--- config.mk ---
export PLATFORM = sky130hd
export DESIGN_NAME = router_top
export DESIGN_NICKNAME = d
export VERILOG_FILES = /design/src/router_pkg.sv /design/src/router_fsm.sv /design/src/router_sync.sv /design/src/router_reg.sv /design/src/router_fifo.sv /design/src/router_top.sv
export SDC_FILE = /design/constraint.sdc
export NUM_CORES = 1
export LEC_CHECK = 0
export ABC_AREA = 1
export BUFFER_PORTS_ARGS = -buffer_cell sky130_fd_sc_hd__buf_2
export CAP_MARGIN = 10
export CORE_MARGIN = 2
export CORE_UTILIZATION = 65
export CTS_CLUSTER_SIZE = 24
export DETAILED_ROUTE_END_ITERATION = 12
export PLACE_DENSITY = 0.86
export SYNTH_ARGS = -nofsm -noshare
export SYNTH_HDL_FRONTEND = slang
export SYNTH_HIERARCHICAL = 1
export SYNTH_SLANG_ARGS = --single-unit
--- constraint.sdc ---
create_clock -name clk -period 5.6 [get_ports clk]
set_clock_uncertainty 0.15 [all_clocks]
set_input_delay 0.84 -clock clk [delete_from_list [all_inputs] [get_ports clk]]
set_output_delay 0.84 -clock clk [all_outputs]
set_load 0.03 [all_outputs]
--- src/router_pkg.sv ---
package router_pkg;

  localparam int DATA_W          = 8;
  localparam int NUM_PORTS       = 3;
  localparam int FIFO_DEPTH      = 16;
  localparam int FIFO_AW         = 4;
  localparam int SOFT_RST_CYCLES = 30; // Unread cycles before a port flush

  // Header byte as it arrives on the bus
  typedef struct packed {
    logic [5:0] len;
    logic [1:0] addr;
  } pkt_hdr_t;

  typedef struct packed {
    logic              lfd;  // Marks the header entry
    logic [DATA_W-1:0] data;
  } fifo_word_t;

  typedef enum logic [2:0] {
    DECODE_ADDRESS     = 3'b000,
    LOAD_FIRST_DATA    = 3'b001,
    LOAD_DATA          = 3'b010,
    WAIT_TILL_EMPTY    = 3'b011,
    CHECK_PARITY_ERROR = 3'b100,
    LOAD_PARITY        = 3'b101,
    FIFO_FULL_STATE    = 3'b110,
    LOAD_AFTER_FULL    = 3'b111
  } fsm_state_t;

endpackage

--- src/router_fsm.sv ---
module router_fsm (
  input  logic       clk,
  input  logic       rst,
  input  logic       pkt_valid,
  input  logic [1:0] din,
  input  logic [2:0] fifo_empty,
  input  logic       sel_empty,
  input  logic       fifo_full,
  input  logic       soft_rst,
  input  logic       parity_done,
  input  logic       low_pkt_valid,
  output logic       wr_en_req,
  output logic       detect_addr,
  output logic       lfd_state,
  output logic       ld_state,
  output logic       laf_state,
  output logic       full_state,
  output logic       rst_int_reg,
  output logic       busy
);
  import router_pkg::*;

  fsm_state_t state;
  fsm_state_t state_nxt;

  always_ff @(posedge clk) begin
    if (!rst) begin
      state <= DECODE_ADDRESS;
    end else if (soft_rst) begin
      state <= DECODE_ADDRESS; // A flushed port drops the packet
    end else begin
      state <= state_nxt;
    end
  end

  always_comb begin
    state_nxt = state;
    case (state)
      DECODE_ADDRESS: begin
        // Destination 3 is ignored
        if (pkt_valid && din != 2'd3) begin
          state_nxt = fifo_empty[din] ? LOAD_FIRST_DATA : WAIT_TILL_EMPTY;
        end
      end
      LOAD_FIRST_DATA: begin
        state_nxt = LOAD_DATA;
      end
      LOAD_DATA: begin
        if (fifo_full) begin
          state_nxt = FIFO_FULL_STATE;
        end else if (!pkt_valid) begin
          state_nxt = LOAD_PARITY;
        end
      end
      WAIT_TILL_EMPTY: begin
        if (sel_empty) begin
          state_nxt = LOAD_FIRST_DATA;
        end
      end
      FIFO_FULL_STATE: begin
        if (!fifo_full) begin
          state_nxt = LOAD_AFTER_FULL;
        end
      end
      LOAD_AFTER_FULL: begin
        if (parity_done) begin
          state_nxt = CHECK_PARITY_ERROR; // Parity already in dout
        end else if (low_pkt_valid) begin
          state_nxt = LOAD_PARITY;
        end else begin
          state_nxt = LOAD_DATA;
        end
      end
      LOAD_PARITY: begin
        state_nxt = fifo_full ? FIFO_FULL_STATE : CHECK_PARITY_ERROR;
      end
      default: begin
        state_nxt = DECODE_ADDRESS;
      end
    endcase
  end

  assign detect_addr = (state == DECODE_ADDRESS);
  assign lfd_state   = (state == LOAD_FIRST_DATA);
  assign ld_state    = (state == LOAD_DATA);
  assign laf_state   = (state == LOAD_AFTER_FULL);
  assign full_state  = (state == FIFO_FULL_STATE);
  assign rst_int_reg = (state == CHECK_PARITY_ERROR);
  // Pending byte goes out only when the port has room
  assign wr_en_req   = (ld_state || laf_state || state == LOAD_PARITY) && !fifo_full;
  assign busy        = lfd_state || laf_state || full_state || rst_int_reg ||
                       state == LOAD_PARITY || state == WAIT_TILL_EMPTY;

  assert property (@(posedge clk) disable iff (!rst) !$isunknown(state));

  assert property (@(posedge clk) disable iff (!rst)
    !busy |-> state inside {DECODE_ADDRESS, LOAD_DATA});

endmodule

--- src/router_sync.sv ---
module router_sync (
  input  logic       clk,
  input  logic       rst,
  input  logic       detect_addr,
  input  logic       pkt_valid,
  input  logic [1:0] data_in,
  input  logic       wr_en_req,
  input  logic [2:0] read_enb,
  input  logic [2:0] fifo_full,
  input  logic [2:0] fifo_empty,
  output logic [2:0] write_enb,
  output logic [2:0] soft_rst_port,
  output logic       sel_full,
  output logic       sel_empty,
  output logic       soft_rst
);
  import router_pkg::*;

  logic [1:0] addr;
  logic [4:0] idle_cnt [NUM_PORTS];

  always_ff @(posedge clk) begin
    if (!rst) begin
      addr <= 2'd0;
    end else if (detect_addr && pkt_valid) begin
      addr <= data_in;
    end
  end

  // Steering to the latched port
  always_comb begin
    write_enb = '0;
    sel_full  = 1'b0;
    sel_empty = 1'b1;
    if (addr != 2'd3) begin
      write_enb[addr] = wr_en_req;
      sel_full        = fifo_full[addr];
      sel_empty       = fifo_empty[addr];
    end
  end

  // Watchdog counts cycles with data waiting and no read
  always_ff @(posedge clk) begin
    if (!rst) begin
      for (int i = 0; i < NUM_PORTS; i++) begin
        idle_cnt[i] <= '0;
      end
    end else begin
      for (int i = 0; i < NUM_PORTS; i++) begin
        if (read_enb[i] || fifo_empty[i] || soft_rst_port[i]) begin
          idle_cnt[i] <= '0;
        end else begin
          idle_cnt[i] <= idle_cnt[i] + 5'd1;
        end
      end
    end
  end

  always_comb begin
    for (int i = 0; i < NUM_PORTS; i++) begin
      soft_rst_port[i] = (idle_cnt[i] == 5'(SOFT_RST_CYCLES));
    end
  end

  assign soft_rst = |soft_rst_port;

  assert property (@(posedge clk) disable iff (!rst) $onehot0(write_enb));

endmodule

--- src/router_reg.sv ---
module router_reg (
  input  logic                   clk,
  input  logic                   rst,
  input  logic                   pkt_valid,
  input  logic [7:0]             data_in,
  input  logic                   fifo_full,
  input  logic                   detect_addr,
  input  logic                   ld_state,
  input  logic                   laf_state,
  input  logic                   full_state,
  input  logic                   lfd_state,
  input  logic                   rst_int_reg,
  output logic                   parity_done,
  output logic                   low_pkt_valid,
  output logic                   err,
  output router_pkg::fifo_word_t dout
);
  import router_pkg::*;

  pkt_hdr_t   hdr_in;
  pkt_hdr_t   hdr;
  logic       hdr_take;
  logic [7:0] full_hold;   // Byte that arrived on a full FIFO
  logic [7:0] int_parity;
  logic [7:0] pkt_parity;

  assign hdr_in   = data_in;
  assign hdr_take = detect_addr && pkt_valid;

  always_ff @(posedge clk) begin
    if (hdr_take) begin
      hdr <= hdr_in;
    end
    if (lfd_state) begin
      dout <= '{lfd: 1'b1, data: hdr};
    end else if (ld_state && !fifo_full) begin
      dout <= '{lfd: 1'b0, data: data_in};
    end else if (laf_state && !parity_done) begin
      dout <= '{lfd: 1'b0, data: full_hold}; // Replay
    end
    if (ld_state && fifo_full) begin
      full_hold <= data_in;
    end
  end

  always_ff @(posedge clk) begin
    if (hdr_take) begin
      int_parity <= data_in;
    end else if (ld_state && pkt_valid) begin
      int_parity <= int_parity ^ data_in;
    end
    if (ld_state && !pkt_valid) begin
      pkt_parity <= data_in;
    end
  end

  always_ff @(posedge clk) begin
    if (!rst) begin
      low_pkt_valid <= 1'b0;
      parity_done   <= 1'b0;
      err           <= 1'b0;
    end else begin
      if (detect_addr) begin
        low_pkt_valid <= 1'b0;
        parity_done   <= 1'b0;
      end else begin
        if (ld_state && !pkt_valid) begin
          low_pkt_valid <= 1'b1; // Parity byte taken
        end
        // Parity byte now sits in dout
        if ((ld_state && !pkt_valid && !fifo_full) || (laf_state && low_pkt_valid)) begin
          parity_done <= 1'b1;
        end
      end
      if (hdr_take && hdr_in.addr != 2'd3) begin
        err <= 1'b0;
      end else if (rst_int_reg) begin
        err <= (int_parity != pkt_parity);
      end
    end
  end

  // Pending byte survives the back-pressure wait
  assert property (@(posedge clk) disable iff (!rst)
    full_state |=> dout == $past(dout));

endmodule

--- src/router_fifo.sv ---
module router_fifo (
  input  logic                   clk,
  input  logic                   rst,
  input  logic                   soft_rst,
  input  logic                   write_enb,
  input  logic                   read_enb,
  input  router_pkg::fifo_word_t data_in,
  output logic [7:0]             data_out,
  output logic                   empty,
  output logic                   full
);
  import router_pkg::*;

  fifo_word_t         mem [FIFO_DEPTH];
  logic [FIFO_AW-1:0] wr_ptr;
  logic [FIFO_AW-1:0] rd_ptr;
  logic [FIFO_AW:0]   count;
  logic               wr_open;  // Header stored since the last flush
  logic               push;
  logic               pop;

  assign empty = (count == '0);
  assign full  = (count == (FIFO_AW + 1)'(FIFO_DEPTH));

  // After a flush only a header may start new contents
  assign push = write_enb && !full && (data_in.lfd || wr_open);
  assign pop  = read_enb && !empty;

  assign data_out = mem[rd_ptr].data;

  always_ff @(posedge clk) begin
    if (push) begin
      mem[wr_ptr] <= data_in;
    end
  end

  always_ff @(posedge clk) begin
    if (!rst || soft_rst) begin
      wr_ptr  <= '0;
      rd_ptr  <= '0;
      count   <= '0;
      wr_open <= 1'b0;
    end else begin
      if (push) begin
        wr_ptr <= wr_ptr + FIFO_AW'(1);
      end
      if (push && data_in.lfd) begin
        wr_open <= 1'b1;
      end
      if (pop) begin
        rd_ptr <= rd_ptr + FIFO_AW'(1);
      end
      case ({push, pop})
        2'b10:   count <= count + (FIFO_AW + 1)'(1);
        2'b01:   count <= count - (FIFO_AW + 1)'(1);
        default: count <= count;
      endcase
    end
  end

  assert property (@(posedge clk) disable iff (!rst) write_enb |-> !full)
    else $error("write to a full FIFO");

  assert property (@(posedge clk) disable iff (!rst) read_enb |-> !empty)
    else $error("read from an empty FIFO");

endmodule

--- src/router_top.sv ---
module router_top (
  input  logic       clk,
  input  logic       rst,
  input  logic       pkt_valid,
  input  logic [7:0] data_in,
  input  logic [2:0] read_enb,
  output logic [7:0] data_out_0,
  output logic [7:0] data_out_1,
  output logic [7:0] data_out_2,
  output logic [2:0] valid_out,
  output logic       busy,
  output logic       err
);
  import router_pkg::*;

  logic       detect_addr;
  logic       wr_en_req;
  logic       lfd_state;
  logic       ld_state;
  logic       laf_state;
  logic       full_state;
  logic       rst_int_reg;
  logic       sel_full;
  logic       sel_empty;
  logic       soft_rst;
  logic       parity_done;
  logic       low_pkt_valid;
  logic [2:0] fifo_full;
  logic [2:0] fifo_empty;
  logic [2:0] write_enb;
  logic [2:0] soft_rst_port;
  fifo_word_t dout;
  logic [7:0] fifo_data [NUM_PORTS];

  router_fsm fsm_inst (
    .clk           (clk),
    .rst           (rst),
    .pkt_valid     (pkt_valid),
    .din           (data_in[1:0]),
    .fifo_empty    (fifo_empty),
    .sel_empty     (sel_empty),
    .fifo_full     (sel_full),
    .soft_rst      (soft_rst),
    .parity_done   (parity_done),
    .low_pkt_valid (low_pkt_valid),
    .wr_en_req     (wr_en_req),
    .detect_addr   (detect_addr),
    .lfd_state     (lfd_state),
    .ld_state      (ld_state),
    .laf_state     (laf_state),
    .full_state    (full_state),
    .rst_int_reg   (rst_int_reg),
    .busy          (busy)
  );

  router_sync sync_inst (
    .clk           (clk),
    .rst           (rst),
    .detect_addr   (detect_addr),
    .pkt_valid     (pkt_valid),
    .data_in       (data_in[1:0]),
    .wr_en_req     (wr_en_req),
    .read_enb      (read_enb),
    .fifo_full     (fifo_full),
    .fifo_empty    (fifo_empty),
    .write_enb     (write_enb),
    .soft_rst_port (soft_rst_port),
    .sel_full      (sel_full),
    .sel_empty     (sel_empty),
    .soft_rst      (soft_rst)
  );

  router_reg reg_inst (
    .clk           (clk),
    .rst           (rst),
    .pkt_valid     (pkt_valid),
    .data_in       (data_in),
    .fifo_full     (sel_full),
    .detect_addr   (detect_addr),
    .ld_state      (ld_state),
    .laf_state     (laf_state),
    .full_state    (full_state),
    .lfd_state     (lfd_state),
    .rst_int_reg   (rst_int_reg),
    .parity_done   (parity_done),
    .low_pkt_valid (low_pkt_valid),
    .err           (err),
    .dout          (dout)
  );

  // One FIFO per output port, all fed from dout
  for (genvar i = 0; i < NUM_PORTS; i++) begin : g_port
    router_fifo fifo_inst (
      .clk       (clk),
      .rst       (rst),
      .soft_rst  (soft_rst_port[i]),
      .write_enb (write_enb[i]),
      .read_enb  (read_enb[i]),
      .data_in   (dout),
      .data_out  (fifo_data[i]),
      .empty     (fifo_empty[i]),
      .full      (fifo_full[i])
    );
  end

  assign valid_out  = ~fifo_empty;
  assign data_out_0 = fifo_data[0];
  assign data_out_1 = fifo_data[1];
  assign data_out_2 = fifo_data[2];

endmodule

== Word level (Yosys, flattened, before mapping) ==
Memory sizes are Yosys's and may differ from the RTL's. A register that Yosys moved wholly into a read port is not among the register bits.
Index checks and enable logic that the tools add are counted.

* Magnitude comparators: 3
* Div/mod/pow operators: 0
* Bitwise logic cells: 10
* Multiply operators: 0
* Reductions and logical operators: 68
* Muxes and demuxes: 66
* Equal/unequal tests: 26
* Add/sub/neg operators: 15
* Shift operators: 0

{| class="wikitable"
|+ Operator list
! cell !! count
|-
| two-way mux 1 bit || 31
|-
| adder 5 x 1 -> 5 bit (second input constant) || 6
|-
| equality test 5 bit (second input constant) || 6
|-
| two-way mux 5 bit || 6
|-
| case mux 5 bit (2 select lines) || 3
|-
| adder 4 x 1 -> 4 bit (second input constant) || 6
|-
| logical AND 1 bit || 24
|-
| two-way mux 3 bit || 8
|-
| two-way mux 4 bit || 6
|-
| two-way mux 8 bit || 3
|-
| case mux 3 bit (7 select lines) || 1
|-
| logical OR 1 bit || 20
|-
| two-way mux 9 bit || 2
|-
| zero test 5 bit || 3
|-
| subtractor 5 x 1 -> 5 bit (second input constant) || 3
|-
| equality test 3 bit (second input constant) || 4
|-
| zero test 1 bit || 10
|-
| nonzero test 2 bit || 5
|-
| inequality test 2 bit (second input constant) || 4
|-
| inequality test 8 bit || 1
|-
| bitwise XOR 8 bit || 1
|-
| binary-select mux 1 bit (select 2 bit) || 3
|-
| equality test 2 x 1 -> 1 bit (second input constant) || 3
|-
| equality test 2 bit (second input constant) || 3
|-
| other kinds (17) || 26
|}

* Output and inout bits: 29
* Memory bits (read-only): 0
* Flip-flop bits (word level): 91
* Memories: 4
* RAM bits: 447
* Word-level logic and storage cells: 216
* Input bits: 14
* Bits in latches: 0

{| class="wikitable"
|+ Memories
! memory !! depth !! bits a word !! rd ports !! clocked after memory_dff !! write ports !! RTL line !! text
|-
| g_port[0].fifo_inst.mem || 16 || 9 || 1 || 1 || 1 || router_fifo.sv:14 || <nowiki>fifo_word_t mem [FIFO_DEPTH];</nowiki>
|-
| g_port[1].fifo_inst.mem || 16 || 9 || 1 || 1 || 1 || router_fifo.sv:14 ||
|-
| g_port[2].fifo_inst.mem || 16 || 9 || 1 || 1 || 1 || router_fifo.sv:14 ||
|-
| sync_inst.idle_cnt || 3 || 5 || 3 || 0 || 3 || router_sync.sv:20 || <nowiki>logic [4:0] idle_cnt [NUM_PORTS];</nowiki>
|}

== Logic depth before layout (Yosys ltp) ==
* Depth in word-level cells: 12
* Mapped depth: 23
* Gate-level depth less buffers: 22

== By module ==
The synthesis kept the hierarchy.

{| class="wikitable"
|+ By module, submodules not included
! module !! cells an instance !! sequential area each (um^2) !! instances !! area each (um^2)
|-
| router_fifo at g_port[1].fifo_inst ... || 557 || 4,204.0 || 2 || 6,328.6
|-
| router_fifo at g_port[0].fifo_inst || 558 || 4,204.0 || 1 || 6,332.3
|-
| router_reg || 157 || 1,281.2 || 1 || 1,816.7
|-
| router_sync || 116 || 490.5 || 1 || 992.2
|-
| router_fsm || 68 || 60.1 || 1 || 341.6
|-
| router_top || 3 || 0.0 || 1 || 11.3
|}

== Least setup slack after synthesis ==
No wires, ideal clock.

* Kind: register to register
* From: register g_port[0].fifo_inst.count[0]
* To: register g_port[0].fifo_inst.count[4]
* Required time: 5.341 ns
* Slack: 2.235 ns
* Cell stages (with the launch flop): 23
* Setup time: 0.109 ns
* Data arrival time: 3.106 ns
* Period minus slack after synthesis: 3.365 ns
* Path buffers: 1
* Cell sequence: dfxtp_1 > nor2_4 > nand4_4 > inv_1 > o21ai_0 > o21ai_0 > a21oi_1 > inv_1 > nor3_1 > nand3_2 > buf_2 > ha_1 > nand2_1 > inv_1 > nor2_1 > ha_1 > inv_1 > nand2_1 > nand3_1 > nand3b_1 > nand3_1 > nand2_1 > inv_1

* Cells in the longest elaborated chain, start to end: 12
* Elaborated cells between the ends (all ways): 20
* Those cells by class: add/sub (2); eq/ne (3); mux (5); bitwise (1); reduce/logical (9)

{| class="wikitable"
|+ Ends and longest elaborated chain
! what !! RTL line !! text
|-
| start: declaration || router_fifo.sv:17 || <nowiki>logic [FIFO_AW:0] count;</nowiki>
|-
| start signal: assignment || router_fifo.sv:54 || <nowiki>2'b10: count <= count + (FIFO_AW + 1)'(1);</nowiki>
|-
| start signal: assignment || router_fifo.sv:55 || <nowiki>2'b01: count <= count - (FIFO_AW + 1)'(1);</nowiki>
|-
| start signal: assignment || router_fifo.sv:56 || <nowiki>default: count <= count;</nowiki>
|-
| equality test 5 bit * || router_fifo.sv:23 || <nowiki>assign full = (count == (FIFO_AW + 1)'(FIFO_DEPTH));</nowiki>
|-
| via fifo_full[0] || router_top.sv:28 || <nowiki>logic [2:0] fifo_full;</nowiki>
|-
| binary-select mux 1 bit (select 2 bit) * || router_sync.sv:37 || <nowiki>sel_full = fifo_full[addr];</nowiki>
|-
| two-way mux 1 bit (not written as such) * || router_sync.sv:37 ||
|-
| two-way mux 1 bit * || router_sync.sv:35 || <nowiki>if (addr != 2'd3) begin</nowiki>
|-
| via sel_full || router_top.sv:23 || <nowiki>logic sel_full;</nowiki>
|-
| zero test 1 bit * || router_fsm.sv:90 || <nowiki>assign wr_en_req = (ld_state || laf_state || state == LOAD_PARITY) && !fifo_full;</nowiki>
|-
| logical AND 1 bit * || router_fsm.sv:90 ||
|-
| via wr_en_req || router_top.sv:17 || <nowiki>logic wr_en_req;</nowiki>
|-
| AND 3 bit (no line) * || -- ||
|-
| two-way mux 3 bit * || router_sync.sv:35 ||
|-
| via write_enb[0] || router_top.sv:30 || <nowiki>logic [2:0] write_enb;</nowiki>
|-
| logical AND 1 bit * (2 in a row) || router_fifo.sv:26 || <nowiki>assign push = write_enb && !full && (data_in.lfd || wr_open);</nowiki>
|-
| equality test 2 x 1 -> 1 bit / equality test 2 bit (equally long branches) || router_fifo.sv:53 || <nowiki>case ({push, pop})</nowiki>
|-
| case mux 5 bit (2 select lines) / nonzero test 2 bit (equally long branches) || -- ||
|}

Mark *: on every way through the listed nets, which the timed path passes. The rest lies on a longest branch. The select of a mux whose other input is x is not followed.
A chain may end at the register's enable or synchronous reset.

== Final worst setup path ==
* From: register g_port[0].fifo_inst.count[1]
* To: register g_port[1].fifo_inst.count[4]

* Cells in the longest elaborated chain, start to end: 12
* Elaborated cells between the ends (all ways): 14
* Those cells by class: eq/ne (3); mux (5); bitwise (1); reduce/logical (5)

{| class="wikitable"
|+ Ends and longest elaborated chain
! what !! RTL line
|-
| equality test 5 bit * || router_fifo.sv:23
|-
| via fifo_full[0] || router_top.sv:28
|-
| binary-select mux 1 bit (select 2 bit) * || router_sync.sv:37
|-
| two-way mux 1 bit (not written as such) * || router_sync.sv:37
|-
| two-way mux 1 bit * || router_sync.sv:35
|-
| via sel_full || router_top.sv:23
|-
| zero test 1 bit * || router_fsm.sv:90
|-
| logical AND 1 bit * || router_fsm.sv:90
|-
| via wr_en_req || router_top.sv:17
|-
| AND 3 bit (no line) * || --
|-
| two-way mux 3 bit * || router_sync.sv:35
|-
| via write_enb[1] || router_top.sv:30
|-
| logical AND 1 bit * (2 in a row) || router_fifo.sv:26
|-
| equality test 2 x 1 -> 1 bit / equality test 2 bit (equally long branches) || router_fifo.sv:53
|-
| case mux 5 bit (2 select lines) / nonzero test 2 bit (equally long branches) || --
|-
| end signal: assignment || router_fifo.sv:54
|-
| end signal: assignment || router_fifo.sv:55
|-
| end signal: assignment || router_fifo.sv:56
|-
| end: declaration || router_fifo.sv:17
|}

Marked as above.

==> impl_metrics.json <==
{
  "drc": 0,
  "n_antenna_cell": 0,
  "peakVddDrop_v": 0.0003922,
  "grt_pass1_wl_um": 74380,
  "clk_pin_slew_worst_paths_ps": 60,
  "max_freq_mhz": 242.1,
  "hold_class": "reg -> reg",
  "max_slew_margin_pct": 18.13,
  "grt_use_total_pct": 26.41,
  "syn2layout_area_growth_pct": 10.27,
  "route.vias.total": 14930,
  "cts_resized": 0,
  "tns_ps": 0,
  "insertion_delay_ps": 590,
  "drtAntennaViolNets": 0,
  "grt_pass1_vias": 14560,
  "cts_sinks": 502,
  "yosysWarningCount": 6,
  "reg2regPathDepth": 22,
  "dieArea_mm2": 0.03556,
  "crit_required_ps": 5920,
  "finalSetupViolations": 0,
  "numPortBuffers": 42,
  "syn_inst": 2014,
  "cts_buffer_depth": 3,
  "drt-total-wl_um": 46810,
  "place.gp.congestion": 0.8771,
  "antenna_found_initial": 0,
  "power_mw": 12.13,
  "overflow": 0,
  "status": "complete, no violations",
  "detail_route.wl_per_cell_um": 18.35,
  "cts_tree": "built",
  "cts_hold_buf": 0,
  "hpwl_um": 28040,
  "min_path_cells": 2,
  "hold_violations": 0,
  "maxCapViolations": 0,
  "arrival_ps": 4450,
  "die_y_um": 188.6,
  "final_nets": 2109,
  "grtUsageMet3_pct": 4.470,
  "netlist_area_mm2": 0.02214,
  "worstSetupPathType": "reg -> reg",
  "min_period_ps": 4131,
  "cts_setup_buffers": 0,
  "p_leak_nw": 9.340,
  "drive_gt1_share_pct": 10.51,
  "htreeDepth": 2,
  "placementRows": 67,
  "cts_made_buffers": 49,
  "fp.coreArea_mm2": 0.03353,
  "drt-vias-per-instance": 5.853,
  "rsz0062_at_grt": "false",
  "drt_pass1_iterations": 5,
  "use_met1_pct": 34.68,
  "endpoint_kind": "flop",
  "layoutNonFillerInstCount": 2551,
  "pin_count": 43,
  "post-route-period-util_pct": 73.77,
  "grt_start_max_net_pins": 129,
  "grt_use_met2_pct": 44.67,
  "die_w_um": 188.6,
  "root_buffer": "clkbuf_16",
  "dp.cells": 2451,
  "avgSynthCellArea_um2": 10.99,
  "gr-max-usage-layer": "met2",
  "first_iter_violations": 1781,
  "crit_path_start_kind": "flop",
  "powerDensity_mw_per_mm2": 496.8,
  "tightest_slew_ps": 1228,
  "floorplan.initialDensity_pct": 66.04,
  "path_max_fanout": 22,
  "slew_viol_final": 0
}
## through the flow
stage / setup slack [ps] / hold slack, ps / utilization (%) / area [um^2]
after floorplan: 2235 / 279.0 / - / 22200
after global placement: 1703 / 292.6 / 67.43 / 22610
after detailed placement: 1576 / 304.1 / 67.43 / 22610
after CTS: 1534 / 317.9 / 72.63 / 24350
after global routing: 1077 / 354.3 / 72.82 / 24420
final: 1469 / 312.2 / 72.82 / 24420
## power by group
group / internal, mW / leakage, nW / switching, mW
Combinational: 1.00 / 3.98 / 2.46
Clock: 2.03 / 0.868 / 1.40
Sequential: 4.78 / 4.49 / 0.457
Total: 7.81 / 9.34 / 4.32
## path summary, 6_finish.rpt
kind,from,slack [ps],endpoint
max reg2reg,g_port[0].fifo_inst/count[1]$_SDFFE_PP0P_,1470,g_port[1].fifo_inst/count[4]$_SDFFE_PP0P_
min reg2reg,g_port[1].fifo_inst/wr_open$_SDFFE_PP0P_,310,g_port[1].fifo_inst/wr_open$_SDFFE_PP0P_
max,g_port[0].fifo_inst/count[1]$_SDFFE_PP0P_,1470,g_port[1].fifo_inst/count[4]$_SDFFE_PP0P_
min,g_port[1].fifo_inst/wr_open$_SDFFE_PP0P_,310,g_port[1].fifo_inst/wr_open$_SDFFE_PP0P_
## worst max-delay path: stages (launching register included)
cell	delay, ps
dfxtp_1	380
inv_1	120
nand4_4	140
inv_1	60
o21ai_0	140
o21ai_0	110
buf_4	190
a21oi_1	140
inv_1	90
nor3_1	460
nand3_2	570
ha_1	500
nand2_1	110
inv_1	50
nor2_1	130
ha_1	160
inv_1	40
nand2_1	90
nand3_1	110
nand3b_1	100
nand3_1	90
nand2_1	70
inv_1	30
## placed cells by master, fill, tap and decap left out, types with 9 or more instances in the layout
cell and instances:
o211ai_1 67, inv_2 9, xnor2_1 19, inv_1 321
clkbuf_16 54, clkinv_2 17, dfxtp_1 57, xor2_1 12
o211ai_2 30, buf_2 44, edfxtp_1 439, nor3_1 47
a21oi_1 140, nand3_1 179, ha_1 33, nand4_1 22
buf_4 18, conb_1 15, o21ai_0 112, nand2_1 302
nor2_1 83
## area by class of cell
cell class                 instances  area, um^2
sequential                       502       14460
fill                            2117        9114
multi-input combinational       1110        5998
clock buffer                      64        1449
inverter                         331        1247
tap                              448       560.5
timing repair buffer              68       410.4
clock inverter                    28       294.0
## flip-flops by register name, indices dropped and copies added, names as in the netlist, named ones only
register and flops:
fsm_inst/state 3, g_port.fifo_inst/count 15, g_port.fifo_inst/mem 384, g_port.fifo_inst/rd_ptr 12, g_port.fifo_inst/wr_open 3, g_port.fifo_inst/wr_ptr 12
reg_inst/dout 9, reg_inst/err 1, reg_inst/full_hold 8, reg_inst/hdr 8, reg_inst/int_parity 8, reg_inst/low_pkt_valid 1
reg_inst/parity_done 1, reg_inst/pkt_parity 8, sync_inst/addr 2, sync_inst/idle_cnt 15
## metal layers
metal | up-vias | part of all wire (%)
met5 | - | 0
li1 | 7011 | -
met3 | 115 | 8.3
met4 | 0 | 3.1
met1 | 7098 | 39
met2 | 707 | 50
No activity file was read; power rests on OpenSTA's default activity.
